`config.mk`:
```
export PLATFORM = sky130hd
export DESIGN_NAME = roundKeyStore
export DESIGN_NICKNAME = d
export VERILOG_FILES = /design/src/design/aesInvPkg.sv /design/src/design/roundKeyStore.sv
export VERILOG_INCLUDE_DIRS = /design/src /design/src/design
export SDC_FILE = /design/constraint.sdc
export NUM_CORES = 2
export LEC_CHECK = 0
export ABC_AREA = 1
export BUFFER_PORTS_ARGS = -buffer_cell sky130_fd_sc_hd__buf_2
export CAP_MARGIN = 20
export CORE_MARGIN = 10
export CORE_UTILIZATION = 56
export DETAILED_ROUTE_END_ITERATION = 16
export GPL_TIMING_DRIVEN = 0
export PLACE_DENSITY_LB_ADDON = 0.25
export REMOVE_ABC_BUFFERS = 1
export SLEW_MARGIN = 20
export SYNTH_ARGS = -nofsm -noshare
export SYNTH_HDL_FRONTEND = slang
export SYNTH_SLANG_ARGS = --single-unit
```
`constraint.sdc`:
```
create_clock -name clk -period 2 [get_ports clk]
set_input_delay 0.5 -clock clk [delete_from_list [all_inputs] [get_ports clk]]
set_output_delay 0.5 -clock clk [all_outputs]
set_load 0.03 [all_outputs]
```
`src/design/aes_params.svh`:
```
`ifndef AES_PARAMS_SVH
`define AES_PARAMS_SVH

// --------------------
// block geometry

// columns per block
`define AES_NB 4

// aes-128 only
`define AES_NR 10

`define AES_BYTE_BITS 8
`define AES_WORD_BITS 32
`define AES_BLOCK_BITS 128

// --------------------
// round key index, 0 to AES_NR
`define AES_KEY_IDX_BITS 4

`endif

```
`src/design/aesInvPkg.sv`:
```
`default_nettype none

`include "aes_params.svh"

package aesInvPkg;

    typedef logic [`AES_BYTE_BITS-1:0]    aesByte_t;
    typedef logic [`AES_WORD_BITS-1:0]    aesWord_t;
    typedef logic [`AES_BLOCK_BITS-1:0]   aesBlock_t;
    typedef logic [`AES_KEY_IDX_BITS-1:0] keyIdx_t;

    typedef enum logic [1:0]
    {
        IDLE,
        ROUND,
        DONE
    } ctrlState_t;

    // --------------------
    // inverse s-box, indexed by input byte
    localparam aesByte_t INV_SBOX [2**`AES_BYTE_BITS] = '{
        8'h52, 8'h09, 8'h6a, 8'hd5, 8'h30, 8'h36, 8'ha5, 8'h38, 8'hbf, 8'h40, 8'ha3, 8'h9e, 8'h81, 8'hf3, 8'hd7, 8'hfb,
        8'h7c, 8'he3, 8'h39, 8'h82, 8'h9b, 8'h2f, 8'hff, 8'h87, 8'h34, 8'h8e, 8'h43, 8'h44, 8'hc4, 8'hde, 8'he9, 8'hcb,
        8'h54, 8'h7b, 8'h94, 8'h32, 8'ha6, 8'hc2, 8'h23, 8'h3d, 8'hee, 8'h4c, 8'h95, 8'h0b, 8'h42, 8'hfa, 8'hc3, 8'h4e,
        8'h08, 8'h2e, 8'ha1, 8'h66, 8'h28, 8'hd9, 8'h24, 8'hb2, 8'h76, 8'h5b, 8'ha2, 8'h49, 8'h6d, 8'h8b, 8'hd1, 8'h25,
        8'h72, 8'hf8, 8'hf6, 8'h64, 8'h86, 8'h68, 8'h98, 8'h16, 8'hd4, 8'ha4, 8'h5c, 8'hcc, 8'h5d, 8'h65, 8'hb6, 8'h92,
        8'h6c, 8'h70, 8'h48, 8'h50, 8'hfd, 8'hed, 8'hb9, 8'hda, 8'h5e, 8'h15, 8'h46, 8'h57, 8'ha7, 8'h8d, 8'h9d, 8'h84,
        8'h90, 8'hd8, 8'hab, 8'h00, 8'h8c, 8'hbc, 8'hd3, 8'h0a, 8'hf7, 8'he4, 8'h58, 8'h05, 8'hb8, 8'hb3, 8'h45, 8'h06,
        8'hd0, 8'h2c, 8'h1e, 8'h8f, 8'hca, 8'h3f, 8'h0f, 8'h02, 8'hc1, 8'haf, 8'hbd, 8'h03, 8'h01, 8'h13, 8'h8a, 8'h6b,
        8'h3a, 8'h91, 8'h11, 8'h41, 8'h4f, 8'h67, 8'hdc, 8'hea, 8'h97, 8'hf2, 8'hcf, 8'hce, 8'hf0, 8'hb4, 8'he6, 8'h73,
        8'h96, 8'hac, 8'h74, 8'h22, 8'he7, 8'had, 8'h35, 8'h85, 8'he2, 8'hf9, 8'h37, 8'he8, 8'h1c, 8'h75, 8'hdf, 8'h6e,
        8'h47, 8'hf1, 8'h1a, 8'h71, 8'h1d, 8'h29, 8'hc5, 8'h89, 8'h6f, 8'hb7, 8'h62, 8'h0e, 8'haa, 8'h18, 8'hbe, 8'h1b,
        8'hfc, 8'h56, 8'h3e, 8'h4b, 8'hc6, 8'hd2, 8'h79, 8'h20, 8'h9a, 8'hdb, 8'hc0, 8'hfe, 8'h78, 8'hcd, 8'h5a, 8'hf4,
        8'h1f, 8'hdd, 8'ha8, 8'h33, 8'h88, 8'h07, 8'hc7, 8'h31, 8'hb1, 8'h12, 8'h10, 8'h59, 8'h27, 8'h80, 8'hec, 8'h5f,
        8'h60, 8'h51, 8'h7f, 8'ha9, 8'h19, 8'hb5, 8'h4a, 8'h0d, 8'h2d, 8'he5, 8'h7a, 8'h9f, 8'h93, 8'hc9, 8'h9c, 8'hef,
        8'ha0, 8'he0, 8'h3b, 8'h4d, 8'hae, 8'h2a, 8'hf5, 8'hb0, 8'hc8, 8'heb, 8'hbb, 8'h3c, 8'h83, 8'h53, 8'h99, 8'h61,
        8'h17, 8'h2b, 8'h04, 8'h7e, 8'hba, 8'h77, 8'hd6, 8'h26, 8'he1, 8'h69, 8'h14, 8'h63, 8'h55, 8'h21, 8'h0c, 8'h7d
    };

    function automatic aesByte_t invSubByte(input aesByte_t inByte);
        return INV_SBOX[inByte];
    endfunction

    // --------------------
    // gf(2^8) product, poly x^8+x^4+x^3+x+1
    function automatic aesByte_t gfMul(input aesByte_t a, input aesByte_t b);
        aesByte_t acc;
        aesByte_t shifted;
        acc     = '0;
        shifted = a;
        for (int i = 0; i < `AES_BYTE_BITS; i++)
        begin
            if (b[i])
                acc = acc ^ shifted;
            // xtime, fold the carry back in
            shifted = {shifted[`AES_BYTE_BITS-2:0], 1'b0} ^ (shifted[`AES_BYTE_BITS-1] ? 8'h1b : 8'h00);
        end
        return acc;
    endfunction

endpackage

`default_nettype wire

```
`src/design/roundKeyStore.sv`:
```
`timescale 1ns/1ps
`default_nettype none

`include "aes_params.svh"

module roundKeyStore import aesInvPkg::*;
(
    input  logic      clk,
    input  logic      arstN,
    input  logic      keyWe,
    input  keyIdx_t   keyIdx,
    input  aesBlock_t keyData,
    input  keyIdx_t   rdIdx,
    output aesBlock_t rdKey
);
    aesBlock_t keyMem [`AES_NR + 1];

    always_ff @(posedge clk or negedge arstN)
    begin
        if (!arstN)
        begin
            for (int i = 0; i <= `AES_NR; i++)
                keyMem[i] <= '0;
        end
        else if (keyWe && (keyIdx <= keyIdx_t'(`AES_NR)))
        begin
            keyMem[keyIdx] <= keyData;
        end
    end

    // async read
    assign rdKey = keyMem[rdIdx];

    // --------------------
    // loader must stay inside the schedule
    keyIdxInRange: assert property (
        @(posedge clk) disable iff (!arstN)
        keyWe |-> (keyIdx <= keyIdx_t'(`AES_NR))
    ) else $error("round key write index %0d beyond last round", keyIdx);

endmodule

`default_nettype wire

```
# Yosys cells after proc, flatten, opt, wreduce, memory -nomap -nowiden
# Index checks and enable logic that the tools add are counted.
classes:
  order_cmp: 4
  mux: 6
  bitwise_logic: 2
  reduce_logical: 2
ops:
  columns: ["operator", "count"]
  rows:
  - ["1408-bit bitwise mux", 1]
  - ["128-bit binary-select mux with 4-bit select", 1]
  - ["128-bit demux with 4-bit select", 1]
  - ["128-bit 2-to-1 mux", 3]
  - ["5-bit >= comparator, second input constant", 2]
  - ["4-bit inverter with 5-bit output", 2]
  - ["5-bit by 1-bit < comparator with 1-bit output, second input constant", 1]
  - ["4-bit <= comparator, second input constant", 1]
  - ["1-bit logical AND", 2]
word_totals:
  ff_bits: 1408
  out_inout_bits: 128

# Depth between registers and ports, before layout
depth:
  depth_word: 6
  mapped_depth: 10
  ltp_nobuf: 7

# Least setup slack after synthesis
# Ideal clock, no wire load.
synth_timing:
  path_type: "input-to-output"
  start: "input rdIdx[1]"
  end: "output rdKey[85]"
  arrival_time_ns: 1.714
  t_required_ns: 1.500
  slack_ns: -0.214
  cell_stages: 8
  n_path_buf: 3
  path_cell_list: "buf_2 clkinv_1 clkbuf_1 clkbuf_1 nand3_1 nand3_1 nand3_1 nand2_1"
synth_between:
  elab_chain_cells: 4
synth_lines:
  columns: ["element", "line", "rtl"]
  rows:
  - ["from (decl)", "roundKeyStore.sv:13", "input keyIdx_t rdIdx,"]
  - ["4-bit inverter with 5-bit output (implied by the code)", "roundKeyStore.sv:32", "assign rdKey = keyMem[rdIdx];"]
  - ["128-bit binary-select mux with 4-bit select", "roundKeyStore.sv:32", null]
  - ["128-bit 2-to-1 mux (implied by the code) (2 in a row)", "roundKeyStore.sv:32", null]
  - ["to (decl)", "roundKeyStore.sv:14", "output aesBlock_t rdKey"]
# No other way between the ends. The select of a mux whose other input is x is not followed.

# Worst setup path in the final report
layout_timing:
  start: "input rdIdx[0]"
  end: "output rdKey[31]"
# Same word-level chain as after synthesis.

==> impl_metrics.tcl <==
set metrics [dict create \
    min_period_ns 2.69 \
    hold_ws_ns -0.357 \
    syn_area_um2 66100 \
    numPortBuffers 266 \
    avgSynthCellArea_um2 7.59 \
    synth.most_common_cell "nand2_1" \
    coreArea_um2 117000 \
    fin_area_um2 81500 \
    num_io_pins 267 \
    drive_above_1_share 0.136 \
    die_y_um 364 \
    routed_via_density 5.94 \
    finalMaxSlewViolations 0 \
    synth-main-ff-cell "dfrtp_1" \
    status "finished with violations" \
    cp_max_fo 8 \
    violations "negative hold slack, negative setup slack" \
    max_cap_viol_count 0 \
    cts_tree "done" \
    utilization 0.698 \
    critical_path_class "input port to output port" \
    grt_max_degree 141 \
    p_leak_uw 0.0412 \
    die_w_um 364 \
    ys.warnings.count 0 \
    total_power_uw 83100 \
    synth_edf_count 0 \
    die_area_um2 132000 \
    drtIter0Drc 7355 \
    tightestPinTransition_ns 0.819 \
    multi_input_area_um2 26200 \
    placed_area_um2 69100 \
    cts.sinks 1408 \
    cts_buffer_depth 3 \
    drc_errors 0 \
    maxSlewHeadroom 0.453 \
    gp_congestion 0.727 \
    synthTopCellsByCount "2955 x nand2_1, 1566 x o21ai_0, 1408 x dfrtp_1, 904 x inv_1, 903 x nand3_1" \
    fillers 8889 \
    placementRows 125 \
    hold_viol 81 \
    rsz0062_at_grt "true" \
    fin_skew_ns 0 \
    regMostFlops "keyMem" \
    start_util 0.566 \
    first_pass_iters 9 \
    path_clk_slew_ns 0.06 \
    ant_nets 0 \
    synth.distinct_cells 14 \
    grt_antenna_before_repair 4 \
    power.density_nw_per_um2 1020 \
    layout_setup_ws_ns -0.693 \
    vias 61600 \
    fin_nets 8868 \
    grt-ovfl-total 0 \
    min_period_over_period 1.35 \
    wire_per_inst_um 22.8 \
    synthArstFlopShare 1.00 \
    setup-violations-final 441 \
    yosysTopAreaCell "dfrtp_1" \
    crit_path_end_kind "output port" \
    cts_made_buffers 151 \
    ys_top_cells_by_area "dfrtp_1 53%, nand2_1 17%, o21ai_0 12%, nand3_1 6.8%, inv_1 5.1%" \
    h-tree-depth 4 \
    grt_util_all_layers 0.339 \
    largest_reg_flops 1408 \
    syn2layout_area_growth_pct 23.3 \
    grt_pass1_wl_um 348000 \
    dpl.hpwl_um 101000 \
    max_freq_ghz 0.371 \
    grt_pass1_vias 58700 \
    layout.area.seq_um2 35200 \
    yosysSeqAreaShare 0.533 \
    clock_latency_ns 0.76 \
    crit_path_start_kind "input port" \
    cts_root_buffer "clkbuf_16" \
    routed_wl_um 237000 \
    worst_ep_arrival_time_ns 2.19 \
    ir_drop_mv 0.941 \
    synth_cells 8707 \
    ys_ff_latch 1408 \
    crit_required_ns 1.50 \
    top_regs "keyMem x1408" \
    synth.top_cell.area_share 0.533 \
    hold_class "input port to asynchronous set/reset pin" \
]
area by class of cell:
class | instances | area share
diodes | 3 | 0.0000921
repair inverters | 9 | 0.00132
multi-input cells | 5667 | 0.321
clock inverters | 45 | 0.00611
inverters | 906 | 0.0427
repair buffers | 586 | 0.117
well taps | 1524 | 0.0234
flip-flops and latches | 1408 | 0.432
clock buffers | 226 | 0.0555
cell families after synthesis:
| kind of cell | synth area share |
|---|---|
| and+or+nand+nor | 0.244 |
| AOI/OAI and AO/OA | 0.126 |
| buffers and inverters | 0.0966 |
| DFF | 0.533 |
final timing paths:
kind | from | to | slack, ns | depth (start not counted)
min reg2reg | keyMem[325]$_DFFE_PN0P_ | keyMem[325]$_DFFE_PN0P_ | 0.48 | 2
max reg2reg | keyMem[1024]$_DFFE_PN0P_ | keyMem[1024]$_DFFE_PN0P_ | 1.13 | 2
max in group asynchronous | arstN | keyMem[629]$_DFFE_PN0P_ | 0.18 | 5
max | rdIdx[0] | rdKey[31] | -0.69 | 13
min in group clk | keyData[47] | keyMem[559]$_DFFE_PN0P_ | 0.13 | 3
min | arstN | keyMem[705]$_DFFE_PN0P_ | -0.36 | 1
cell usage in the layout, fill, tap and decap left out, types with 11 or more instances in the layout:
cell type     n
nand2_1    2787
o21ai_0    1542
dfrtp_1    1408
inv_1       901
nand3_1     730
clkbuf_16   189
nand3_2     172
buf_16      145
buf_6       134
buf_2       133
nand2_2     129
nor2_1      122
o21ai_1     117
buf_12       49
buf_4        47
nand2_4      39
clkbuf_8     38
clkbuf_1     33
bufbuf_16    32
clkinv_2     23
inv_6        15
buf_8        12
nor2_2       11
through the flow:
stage | setup TNS [ns] | setup slack (ns) | cells
after floorplan | -5927.69 | -10.49 | 7974
after global placement | - | -65.81 | 9764
after detailed placement | -1330.15 | -2.00 | 9864
after CTS | -76.59 | -0.606 | 10300
after global routing | -132.58 | -0.709 | 10400
final | -105.93 | -0.693 | 10400
critical path, cell delays in order:
cell	delay, ns
buf_16	0.11
buf_16	0.12
buf_16	0.15
inv_16	0.08
buf_12	0.15
clkbuf_16	0.21
buf_16	0.15
nand2_1	0.08
nand3_1	0.11
nand3_1	0.14
nand3_2	0.14
nand2_4	0.08
buf_6	0.14
report_power, final:
group / internal [µW] / leakage (µW) / switching (µW) / total (µW)
sequential: 34500 / 0.0180 / 3270 / 37800
clock: 16800 / 0.00249 / 11900 / 28700
combinational: 6620 / 0.0207 / 10000 / 16600
repair_timing:
item | in CTS | in global routing
setup endpoints to repair | 527 | 531
hold endpoints to repair | 81 | 81
gates cloned | 121 | 39
resized for setup | 517 | 282
setup buffers | 83 | 2
pin swaps | 89 | 128
per-layer routing:
layer	up-vias	global-route usage	share of wire
met5	-	0	0.00017
met4	4	0.176	0.058
met3	824	0.0756	0.12
met2	3740	0.528	0.45
met1	29500	0.444	0.37
li1	27500	-	-
(Power assumes the default switching activity.)
