$ cat config.mk
export PLATFORM = sky130hd
export DESIGN_NAME = invCipherCtrl_flat
export DESIGN_NICKNAME = d
export VERILOG_FILES = /design/src/design/aesInvPkg.sv /design/src/design/invRoundIf.sv /design/src/design/invCipherCtrl.sv /design/src/flat_wrapper.sv
export VERILOG_INCLUDE_DIRS = /design/src /design/src/design
export SDC_FILE = /design/constraint.sdc
export NUM_CORES = 1
export LEC_CHECK = 0
export BUFFER_PORTS_ARGS = -buffer_cell sky130_fd_sc_hd__buf_2
export CAP_MARGIN = 0
export CORE_AREA = 2 2 300 302
export CTS_CLUSTER_SIZE = 30
export DETAILED_ROUTE_END_ITERATION = 6
export DIE_AREA = 0 0 302 304
export GPL_ROUTABILITY_DRIVEN = 0
export SKIP_LAST_GASP = 1
export SLEW_MARGIN = 30
export SYNTH_ARGS = -nofsm -noshare
export SYNTH_HDL_FRONTEND = slang
export SYNTH_SLANG_ARGS = --single-unit
$ cat constraint.sdc
create_clock -name clk -period 1.7 [get_ports clk]
set_clock_uncertainty 0.2 [all_clocks]
set_input_delay 0.17 -clock clk [delete_from_list [all_inputs] [get_ports clk]]
set_output_delay 0.17 -clock clk [all_outputs]
set_load 0.02 [all_outputs]
$ cat src/design/aes_params.svh
`ifndef AES_PARAMS_SVH
`define AES_PARAMS_SVH

// --------------------
// block geometry

// columns per block
`define AES_NB 4

// aes-128 only
`define AES_NR 10

`define AES_BYTE_BITS 8
`define AES_WORD_BITS 32
`define AES_BLOCK_BITS 128

// --------------------
// round key index, 0 to AES_NR
`define AES_KEY_IDX_BITS 4

`endif

$ cat src/design/aesInvPkg.sv
`default_nettype none

`include "aes_params.svh"

package aesInvPkg;

    typedef logic [`AES_BYTE_BITS-1:0]    aesByte_t;
    typedef logic [`AES_WORD_BITS-1:0]    aesWord_t;
    typedef logic [`AES_BLOCK_BITS-1:0]   aesBlock_t;
    typedef logic [`AES_KEY_IDX_BITS-1:0] keyIdx_t;

    typedef enum logic [1:0]
    {
        IDLE,
        ROUND,
        DONE
    } ctrlState_t;

    // --------------------
    // inverse s-box, indexed by input byte
    localparam aesByte_t INV_SBOX [2**`AES_BYTE_BITS] = '{
        8'h52, 8'h09, 8'h6a, 8'hd5, 8'h30, 8'h36, 8'ha5, 8'h38, 8'hbf, 8'h40, 8'ha3, 8'h9e, 8'h81, 8'hf3, 8'hd7, 8'hfb,
        8'h7c, 8'he3, 8'h39, 8'h82, 8'h9b, 8'h2f, 8'hff, 8'h87, 8'h34, 8'h8e, 8'h43, 8'h44, 8'hc4, 8'hde, 8'he9, 8'hcb,
        8'h54, 8'h7b, 8'h94, 8'h32, 8'ha6, 8'hc2, 8'h23, 8'h3d, 8'hee, 8'h4c, 8'h95, 8'h0b, 8'h42, 8'hfa, 8'hc3, 8'h4e,
        8'h08, 8'h2e, 8'ha1, 8'h66, 8'h28, 8'hd9, 8'h24, 8'hb2, 8'h76, 8'h5b, 8'ha2, 8'h49, 8'h6d, 8'h8b, 8'hd1, 8'h25,
        8'h72, 8'hf8, 8'hf6, 8'h64, 8'h86, 8'h68, 8'h98, 8'h16, 8'hd4, 8'ha4, 8'h5c, 8'hcc, 8'h5d, 8'h65, 8'hb6, 8'h92,
        8'h6c, 8'h70, 8'h48, 8'h50, 8'hfd, 8'hed, 8'hb9, 8'hda, 8'h5e, 8'h15, 8'h46, 8'h57, 8'ha7, 8'h8d, 8'h9d, 8'h84,
        8'h90, 8'hd8, 8'hab, 8'h00, 8'h8c, 8'hbc, 8'hd3, 8'h0a, 8'hf7, 8'he4, 8'h58, 8'h05, 8'hb8, 8'hb3, 8'h45, 8'h06,
        8'hd0, 8'h2c, 8'h1e, 8'h8f, 8'hca, 8'h3f, 8'h0f, 8'h02, 8'hc1, 8'haf, 8'hbd, 8'h03, 8'h01, 8'h13, 8'h8a, 8'h6b,
        8'h3a, 8'h91, 8'h11, 8'h41, 8'h4f, 8'h67, 8'hdc, 8'hea, 8'h97, 8'hf2, 8'hcf, 8'hce, 8'hf0, 8'hb4, 8'he6, 8'h73,
        8'h96, 8'hac, 8'h74, 8'h22, 8'he7, 8'had, 8'h35, 8'h85, 8'he2, 8'hf9, 8'h37, 8'he8, 8'h1c, 8'h75, 8'hdf, 8'h6e,
        8'h47, 8'hf1, 8'h1a, 8'h71, 8'h1d, 8'h29, 8'hc5, 8'h89, 8'h6f, 8'hb7, 8'h62, 8'h0e, 8'haa, 8'h18, 8'hbe, 8'h1b,
        8'hfc, 8'h56, 8'h3e, 8'h4b, 8'hc6, 8'hd2, 8'h79, 8'h20, 8'h9a, 8'hdb, 8'hc0, 8'hfe, 8'h78, 8'hcd, 8'h5a, 8'hf4,
        8'h1f, 8'hdd, 8'ha8, 8'h33, 8'h88, 8'h07, 8'hc7, 8'h31, 8'hb1, 8'h12, 8'h10, 8'h59, 8'h27, 8'h80, 8'hec, 8'h5f,
        8'h60, 8'h51, 8'h7f, 8'ha9, 8'h19, 8'hb5, 8'h4a, 8'h0d, 8'h2d, 8'he5, 8'h7a, 8'h9f, 8'h93, 8'hc9, 8'h9c, 8'hef,
        8'ha0, 8'he0, 8'h3b, 8'h4d, 8'hae, 8'h2a, 8'hf5, 8'hb0, 8'hc8, 8'heb, 8'hbb, 8'h3c, 8'h83, 8'h53, 8'h99, 8'h61,
        8'h17, 8'h2b, 8'h04, 8'h7e, 8'hba, 8'h77, 8'hd6, 8'h26, 8'he1, 8'h69, 8'h14, 8'h63, 8'h55, 8'h21, 8'h0c, 8'h7d
    };

    function automatic aesByte_t invSubByte(input aesByte_t inByte);
        return INV_SBOX[inByte];
    endfunction

    // --------------------
    // gf(2^8) product, poly x^8+x^4+x^3+x+1
    function automatic aesByte_t gfMul(input aesByte_t a, input aesByte_t b);
        aesByte_t acc;
        aesByte_t shifted;
        acc     = '0;
        shifted = a;
        for (int i = 0; i < `AES_BYTE_BITS; i++)
        begin
            if (b[i])
                acc = acc ^ shifted;
            // xtime, fold the carry back in
            shifted = {shifted[`AES_BYTE_BITS-2:0], 1'b0} ^ (shifted[`AES_BYTE_BITS-1] ? 8'h1b : 8'h00);
        end
        return acc;
    endfunction

endpackage

`default_nettype wire

$ cat src/design/invRoundIf.sv
`timescale 1ns/1ps
`default_nettype none

// one inverse round, state in and state out
interface invRoundIf import aesInvPkg::*;
();
    aesBlock_t roundState;
    aesBlock_t roundKey;
    logic      lastRound;    // skip InvMixColumns
    aesBlock_t nextState;

    modport ctrl
    (
        output roundState,
        output roundKey,
        output lastRound,
        input  nextState
    );

    modport unit
    (
        input  roundState,
        input  roundKey,
        input  lastRound,
        output nextState
    );
endinterface

`default_nettype wire

$ cat src/design/invCipherCtrl.sv
`timescale 1ns/1ps
`default_nettype none

`include "aes_params.svh"

module invCipherCtrl import aesInvPkg::*;
(
    input  logic      clk,
    input  logic      arstN,
    input  logic      req,
    input  aesBlock_t cipherText,
    output logic      ack,
    output aesBlock_t plainText,
    output keyIdx_t   rdIdx,
    input  aesBlock_t rdKey,
    invRoundIf.ctrl   round
);
    ctrlState_t ctrlState;
    keyIdx_t    roundCnt;
    aesBlock_t  stateReg;

    // --------------------
    // FSM, counter and state register
    always_ff @(posedge clk or negedge arstN)
    begin
        if (!arstN)
        begin
            ctrlState <= IDLE;
            roundCnt  <= '0;
            stateReg  <= '0;
        end
        else
        begin
            case (ctrlState)
                IDLE:
                begin
                    if (req)
                    begin
                        stateReg  <= cipherText ^ rdKey;   // key 10 addRoundKey
                        roundCnt  <= keyIdx_t'(`AES_NR - 1);
                        ctrlState <= ROUND;
                    end
                end
                ROUND:
                begin
                    stateReg <= round.nextState;
                    if (roundCnt == '0)
                        ctrlState <= DONE;
                    else
                        roundCnt <= roundCnt - keyIdx_t'(1);
                end
                DONE:
                begin
                    // hold result until requester lets go
                    if (!req)
                        ctrlState <= IDLE;
                end
                default:
                begin
                    ctrlState <= IDLE;
                end
            endcase
        end
    end

    // key 10 is ready for the next start
    assign rdIdx = (ctrlState == ROUND) ? roundCnt : keyIdx_t'(`AES_NR);

    assign round.roundState = stateReg;
    assign round.roundKey   = rdKey;
    assign round.lastRound  = (roundCnt == '0);

    assign ack       = (ctrlState == DONE);
    assign plainText = stateReg;

    // --------------------
    // checks
    roundCntInRange: assert property (
        @(posedge clk) disable iff (!arstN)
        roundCnt <= keyIdx_t'(`AES_NR)
    ) else $error("round counter %0d past last round", roundCnt);

    // requester must still hold req when the result appears
    ackRiseWithReq: assert property (
        @(posedge clk) disable iff (!arstN)
        $rose(ack) |-> $past(req)
    ) else $error("ack rose without a pending req");

    ackFallAfterReq: assert property (
        @(posedge clk) disable iff (!arstN)
        $fell(ack) |-> !$past(req)
    ) else $error("ack dropped while req still high");

endmodule

`default_nettype wire

$ cat src/flat_wrapper.sv
// flat-port wrapper written by rule: the top's interface ports become plain ports
module invCipherCtrl_flat import aesInvPkg::*;
  (clk, arstN, req, cipherText, ack, plainText, rdIdx, rdKey, round_roundState, round_roundKey, round_lastRound, round_nextState);
  invRoundIf round_i ();
  input  logic clk;
  input  logic arstN;
  input  logic req;
  input  aesBlock_t cipherText;
  output logic ack;
  output aesBlock_t plainText;
  output keyIdx_t rdIdx;
  input  aesBlock_t rdKey;
  output wire logic [$bits(round_i.roundState)-1:0] round_roundState;
  output wire logic [$bits(round_i.roundKey)-1:0] round_roundKey;
  output wire logic [$bits(round_i.lastRound)-1:0] round_lastRound;
  input wire logic [$bits(round_i.nextState)-1:0] round_nextState;
  assign round_roundState = round_i.roundState;
  assign round_roundKey = round_i.roundKey;
  assign round_lastRound = round_i.lastRound;
  assign round_i.nextState = round_nextState;
  invCipherCtrl u_core (.clk(clk), .arstN(arstN), .req(req), .cipherText(cipherText), .ack(ack), .plainText(plainText), .rdIdx(rdIdx), .rdKey(rdKey), .round(round_i));
endmodule
# --- After elaboration in Yosys (flattened, before gate mapping) ---
# Cells that the tools add are included.
word_totals:
  wordCells: 27
  regBits: 134
  out_inout_bits: 390
classes:
  eq_ne: 6
  reduce_logical: 6
  muxes: 10
  bitwise: 1
  add_sub_neg: 1
op_table:
  columns: ["op", "count"]
  rows:
  - ["$pmux W128 S2", 1]
  - ["$mux W128", 1]
  - ["$xor A128 B128 Y128", 1]
  - ["$mux W4", 3]
  - ["$ne A2 B2 Y1 const B", 4]
  - ["$pmux W4 S2", 1]
  - ["$mux W2", 3]
  - ["$pmux W2 S3", 1]
  - ["$reduce_and A3 Y1", 2]
  - ["$logic_not A4 Y1", 1]
  - ["$sub A4 B1 Y4 const B", 1]
  - ["$eq A2 B1 Y1 const B", 1]
  - ["$eq A2 B2 Y1 const B", 1]
  - ["$logic_not A2 Y1", 1]
  - ["$reduce_and A2 Y1", 1]
  - ["$reduce_bool A2 Y1", 1]

# --- Logic depth before layout (Yosys ltp) ---
logic_depth:
  word_depth: 3
  mapped_depth: 6
  mapped_depth_nobuf: 5

# --- Worst setup path before layout ---
# Ideal clock, no wire load.
synth_path:
  path_type: "reg2reg"
  start: "register u_core.roundCnt[0]"
  end: "register u_core.roundCnt[1]"
  path_stages_with_launch: 6
  path_slack_ns: -0.046
  arrival_time_ns: 1.415
  t_required_ns: 1.369
  synth_period_minus_slack_ns: 1.746
  path_buffers: 0
  cell_sequence: "dfrtp_1 > inv_1 > ha_1 > nor3b_2 > or4b_1 > o211ai_1"
synth_between:
  elab_chain_len: 3
synth_lines:
  columns: ["element", "line_no", "text"]
  rows:
  - ["start, declared", "invCipherCtrl.sv:19", "keyIdx_t roundCnt;"]
  - ["start signal, assigned", "invCipherCtrl.sv:40", "roundCnt <= keyIdx_t'(`AES_NR - 1);"]
  - ["start signal, assigned", "invCipherCtrl.sv:50", "roundCnt <= roundCnt - keyIdx_t'(1);"]
  - ["$logic_not A4 Y1", null, null]
  - ["via round_lastRound", "flat_wrapper.sv:15", "output wire logic [$bits(round_i.lastRound)-1:0] round_lastRound;"]
  - ["$ne A2 B2 Y1 (no line)", null, null]
  - ["$reduce_and A3 Y1 (no line)", null, null]
# The timed path passes the listed nets, and every way through them passes these cells. The select of a mux whose other input is x is not followed.
# A chain may end at the register's enable or synchronous reset.

# --- Worst setup path in the final report ---
layout_path:
  start: "register u_core.roundCnt[1]"
  end: "register u_core.roundCnt[3]"
layout_between:
  elab_chain_len: 3
layout_lines:
  columns: ["element", "line_no"]
  rows:
  - ["$sub A4 B1 Y4 or $logic_not A4 Y1 (tied branches)", "invCipherCtrl.sv:50, invCipherCtrl.sv:47"]
  - ["$mux W4 or $ne A2 B2 Y1 (tied branches)", null]
  - ["$pmux W4 S2 or $reduce_and A3 Y1 (tied branches)", null]
# Several ways; a longest one is shown, not always the timed one. The select of a mux whose other input is x is not followed.

==> flow_metrics.py <==
metrics = {
    "grt": {
        "grt_pass1_wl_um": 84500,
        "grt.overflow.total": 0,
        "grt.busiest_layer": "met2",
        "grt_use_met2_pct": 21.7,
        "met3_usage_pct": 3.76,
        "grt_util_met1_pct": 16.1,
        "grt_max_degree": 68,
        "grtUsageTotal_pct": 13.3,
        "antenna_found_initial": 15,
        "grt_pass1_vias": 11856,
    },
    "critical_path": {
        "path_cells": "buf_4, buf_6, or3_1, or4_1, o211ai_1",
        "r2r_slack_ps": -210,
        "cp.arrival_ps": 2130,
        "cp_slowest_cell": "or4_1",
        "critPathLaunchType": "flop",
        "cp.required_ps": 1920,
        "crit_type": "flop to flop",
        "critical-path-top-delay-family": "simple AND/OR/NAND/NOR gates",
        "crit_buf_inv": 2,
        "r2r_start": "u_core.roundCnt[1]$_DFFE_PN0P_",
        "reg2reg_to": "u_core.roundCnt[3]$_DFFE_PN0P_",
        "slowest_delay_ps": 500,
        "worstPathMaxFanout": 2,
        "r2r_cells": 5,
        "endpoint_kind": "flop",
        "path_depth": 5,
    },
    "sta": {
        "fin_ws_ps": -212,
        "final_max_slew_viol_count": 0,
        "fin_setup_tns_ps": -14340,
        "timing.fmax_mhz": 523,
        "tightest_slew_ps": 602,
        "slew_headroom_pct": 59.8,
        "final.min_clock_period_ps": 1910,
        "final-setup-viol-count": 137,
        "rsz0062_at_grt": "true",
        "hold_viol_final": 0,
        "fin_hold_ws_ps": 44.1,
        "finalCritPeriodShare_pct": 112,
    },
    "min_path": {
        "worstHoldPathType": "input port to flop",
        "holdCritStartpoint": "cipherText[16]",
        "hold_depth": 5,
        "holdPathEnd": "u_core.plainText[16]$_DFFE_PN0P_",
    },
    "power_and_ir_drop": {
        "power.density_mw_per_mm2": 1810,
        "ir_worst_vdd_mv": 1.02,
        "p_leak_nw": 8.94,
    },
    "routing": {
        "via_per_inst": 3.69,
        "totalWireLength_um": 73700,
        "drt-initial-drc-count": 1095,
        "drc": 0,
        "via_count": 12171,
        "ant_nets": 0,
        "wl_per_cell_um": 22.4,
        "first_pass_iters": 5,
    },
    "clock_network": {
        "cts_tree": "built",
        "cts_buffer_depth": 2,
        "insertion_delay_ps": 500,
        "cts_made_buffers": 17,
        "cts_root_buffer": "clkbuf_16",
        "htreeDepth": 4,
        "cts_sinks": 134,
        "cts.clk_slew.worst_paths_ps": 80,
    },
    "synthesis": {
        "synth_seq_cells": 134,
        "yosys.area.top_type": "dfrtp_1",
        "synth_area_per_cell_um2": 8.16,
        "yosysSeqAreaShare_pct": 36.7,
        "syn_inst": 1120,
        "synth_top_area_share_pct": 36.7,
        "synthArstFlopShare_pct": 100,
        "netlist_area_mm2": 0.00914,
        "synth_warnings": 0,
        "syn_nets": 1509,
        "synth_flop_cell": "dfrtp_1",
        "synth_area_leaders": "dfrtp_1 (37%), buf_4 (21%), xor2_1 (12%), o21ai_1 (8.1%), o21ai_0 (6.1%)",
        "synth_edf_count": 0,
        "synth_cell_types": 28,
    },
    "placement": {
        "place.port_buffers": 776,
        "hpwlAfterDp_um": 46200,
    },
    "die": {
        "die_height_um": 304,
        "ios": 777,
        "start_util_pct": 10.3,
        "fp-row-count": 110,
        "coreArea_mm2": 0.0890,
        "fp.dieW_um": 302,
        "die_area_mm2": 0.0918,
    },
    "layout": {
        "seqCellArea_mm2": 0.00336,
        "synthToLayoutAreaGrowth_pct": 108,
        "multi_input_area_mm2": 0.00407,
        "layout-drive-gt1-share_pct": 49.2,
        "finish.net_count": 2486,
        "postLayoutCoreUtil_pct": 21.4,
        "fill_cells": 9533,
    },
    "status": {
        "status": "finished, violations left",
        "violations": "setup timing",
    },
    "job": {
        "maxCapViolCount": 0,
    },
}
[layout make-up]
class	count	area share [%]
multi-input cells	669	21.4
flip-flops and latches	134	17.6
diodes	11	0.145
well taps	1176	7.73
inverters	3	0.0591
clock buffers	18	2.25
clock inverters	14	0.808
repair buffers	1272	50.0
[metrics by stage]
step                      total power [W]  setup slack (ps)  cell area [um^2]  cells
final                              0.0344              -212             19000   3297
after global routing               0.0362              -275             19000   3294
after CTS                          0.0300              -245             17600   3240
after detailed placement           0.0238             -66.2             12900   2803
after global placement             0.0237              26.0             12900   2803
after floorplan                    0.0174              68.4              9140   1120
[cells in the mapped netlist, types with 2 or more instances]
cell type and number:
o211ai_1 2, o21ai_0 111, dfrtp_1 134, clkbuf_2 8
buf_2 35, inv_1 3, clkbuf_1 12, ha_1 2
a21oi_1 2, nor2b_1 2, o21ai_1 147, nand2_1 130
buf_4 259, xor2_1 128, nand2b_1 2, nor2_1 131
[worst max path at each step]
| stage | slack (ps) | to | start |
|---|---|---|---|
| finish | -210 | u_core.roundCnt[3]$_DFFE_PN0P_ | u_core.roundCnt[1]$_DFFE_PN0P_ |
| global route | -270 | round_lastRound | u_core.roundCnt[1]$_DFFE_PN0P_ |
| CTS | -250 | round_lastRound | u_core.roundCnt[0]$_DFFE_PN0P_ |
| detailed placement | -70 | u_core.roundCnt[2]$_DFFE_PN0P_ | u_core.roundCnt[0]$_DFFE_PN0P_ |
| global placement | 30 | u_core.roundCnt[1]$_DFFE_PN0P_ | u_core.roundCnt[0]$_DFFE_PN0P_ |
| floorplan | 70 | u_core.roundCnt[1]$_DFFE_PN0P_ | u_core.roundCnt[0]$_DFFE_PN0P_ |
[state kept, by name, indices dropped and copies added, names as in the netlist]
| name | cells |
|---|---|
| u_core.roundCnt | 4 |
| u_core.ctrlState | 2 |
| u_core.plainText | 128 |
[kinds of logic (layout without fill, tap and decap cells)]
| kind of cell | Yosys count | after routing | share of synthesized area [%] |
|---|---|---|---|
| AOI/OAI and AO/OA | 267 | 267 | 14.9 |
| other | 0 | 11 | 0 |
| xor gates and xnor gates | 128 | 128 | 12.3 |
| adders and majority gates | 2 | 2 | 0.274 |
| DFF | 134 | 134 | 36.7 |
| and+or+nand+nor | 272 | 272 | 11.6 |
| buffers and inverters | 317 | 1307 | 24.3 |
[repair_timing]
item,4_1_cts,5_1_grt
buffers inserted,18,22
resized for setup,40,232
pin swaps,2,95
endpoints found under the hold margin,265,0
endpoints found under the setup margin,22,138
hold buffers,384,0
gates cloned,3,29
[where the power goes]
group / switching, W / total [W] / leakage (nW) / internal, W
Clock: 0.00175 / 0.00391 / 0.277 / 0.00216
Combinational: 0.0149 / 0.0237 / 7.11 / 0.00885
Sequential: 0.00185 / 0.00677 / 1.55 / 0.00492
Total: 0.0185 / 0.0344 / 8.94 / 0.0159
[layer usage]
layer	routed length (um)	vias up
met5	0	-
met4	3090	0
met3	5400	151
met2	34200	798
met1	31000	5870
li1	-	5352
[worst min-delay path, cell delays in order]
cell and delay [ps]:
buf_2 100, xor2_1 100, nor2_1 120, buf_4 170, o21ai_1 60
[layout by cell type, fill, tap and decap left out, types with 2 or more instances in the layout]
cell type	Yosys	layout
ha_4	0	2
inv_2	0	3
a21oi_1	2	2
dfrtp_2	0	6
xor2_1	128	128
nand2_4	0	2
dfrtp_1	134	128
o21ai_2	0	93
buf_4	259	41
clkinv_4	0	5
buf_6	0	27
buf_2	35	764
nor2_1	131	129
bufinv_16	0	2
nand2_1	130	128
clkinv_2	0	2
o21ai_4	0	4
nor2_4	0	2
clkinvlp_4	0	3
dlygate4sd3_1	0	384
inv_6	0	2
diode_2	0	11
o211ai_1	2	2
clkbuf_16	0	36
buf_12	0	22
buf_16	0	8
o21ai_1	147	131
buf_8	0	7
o21ai_0	111	30
(Power assumes the default switching activity.)
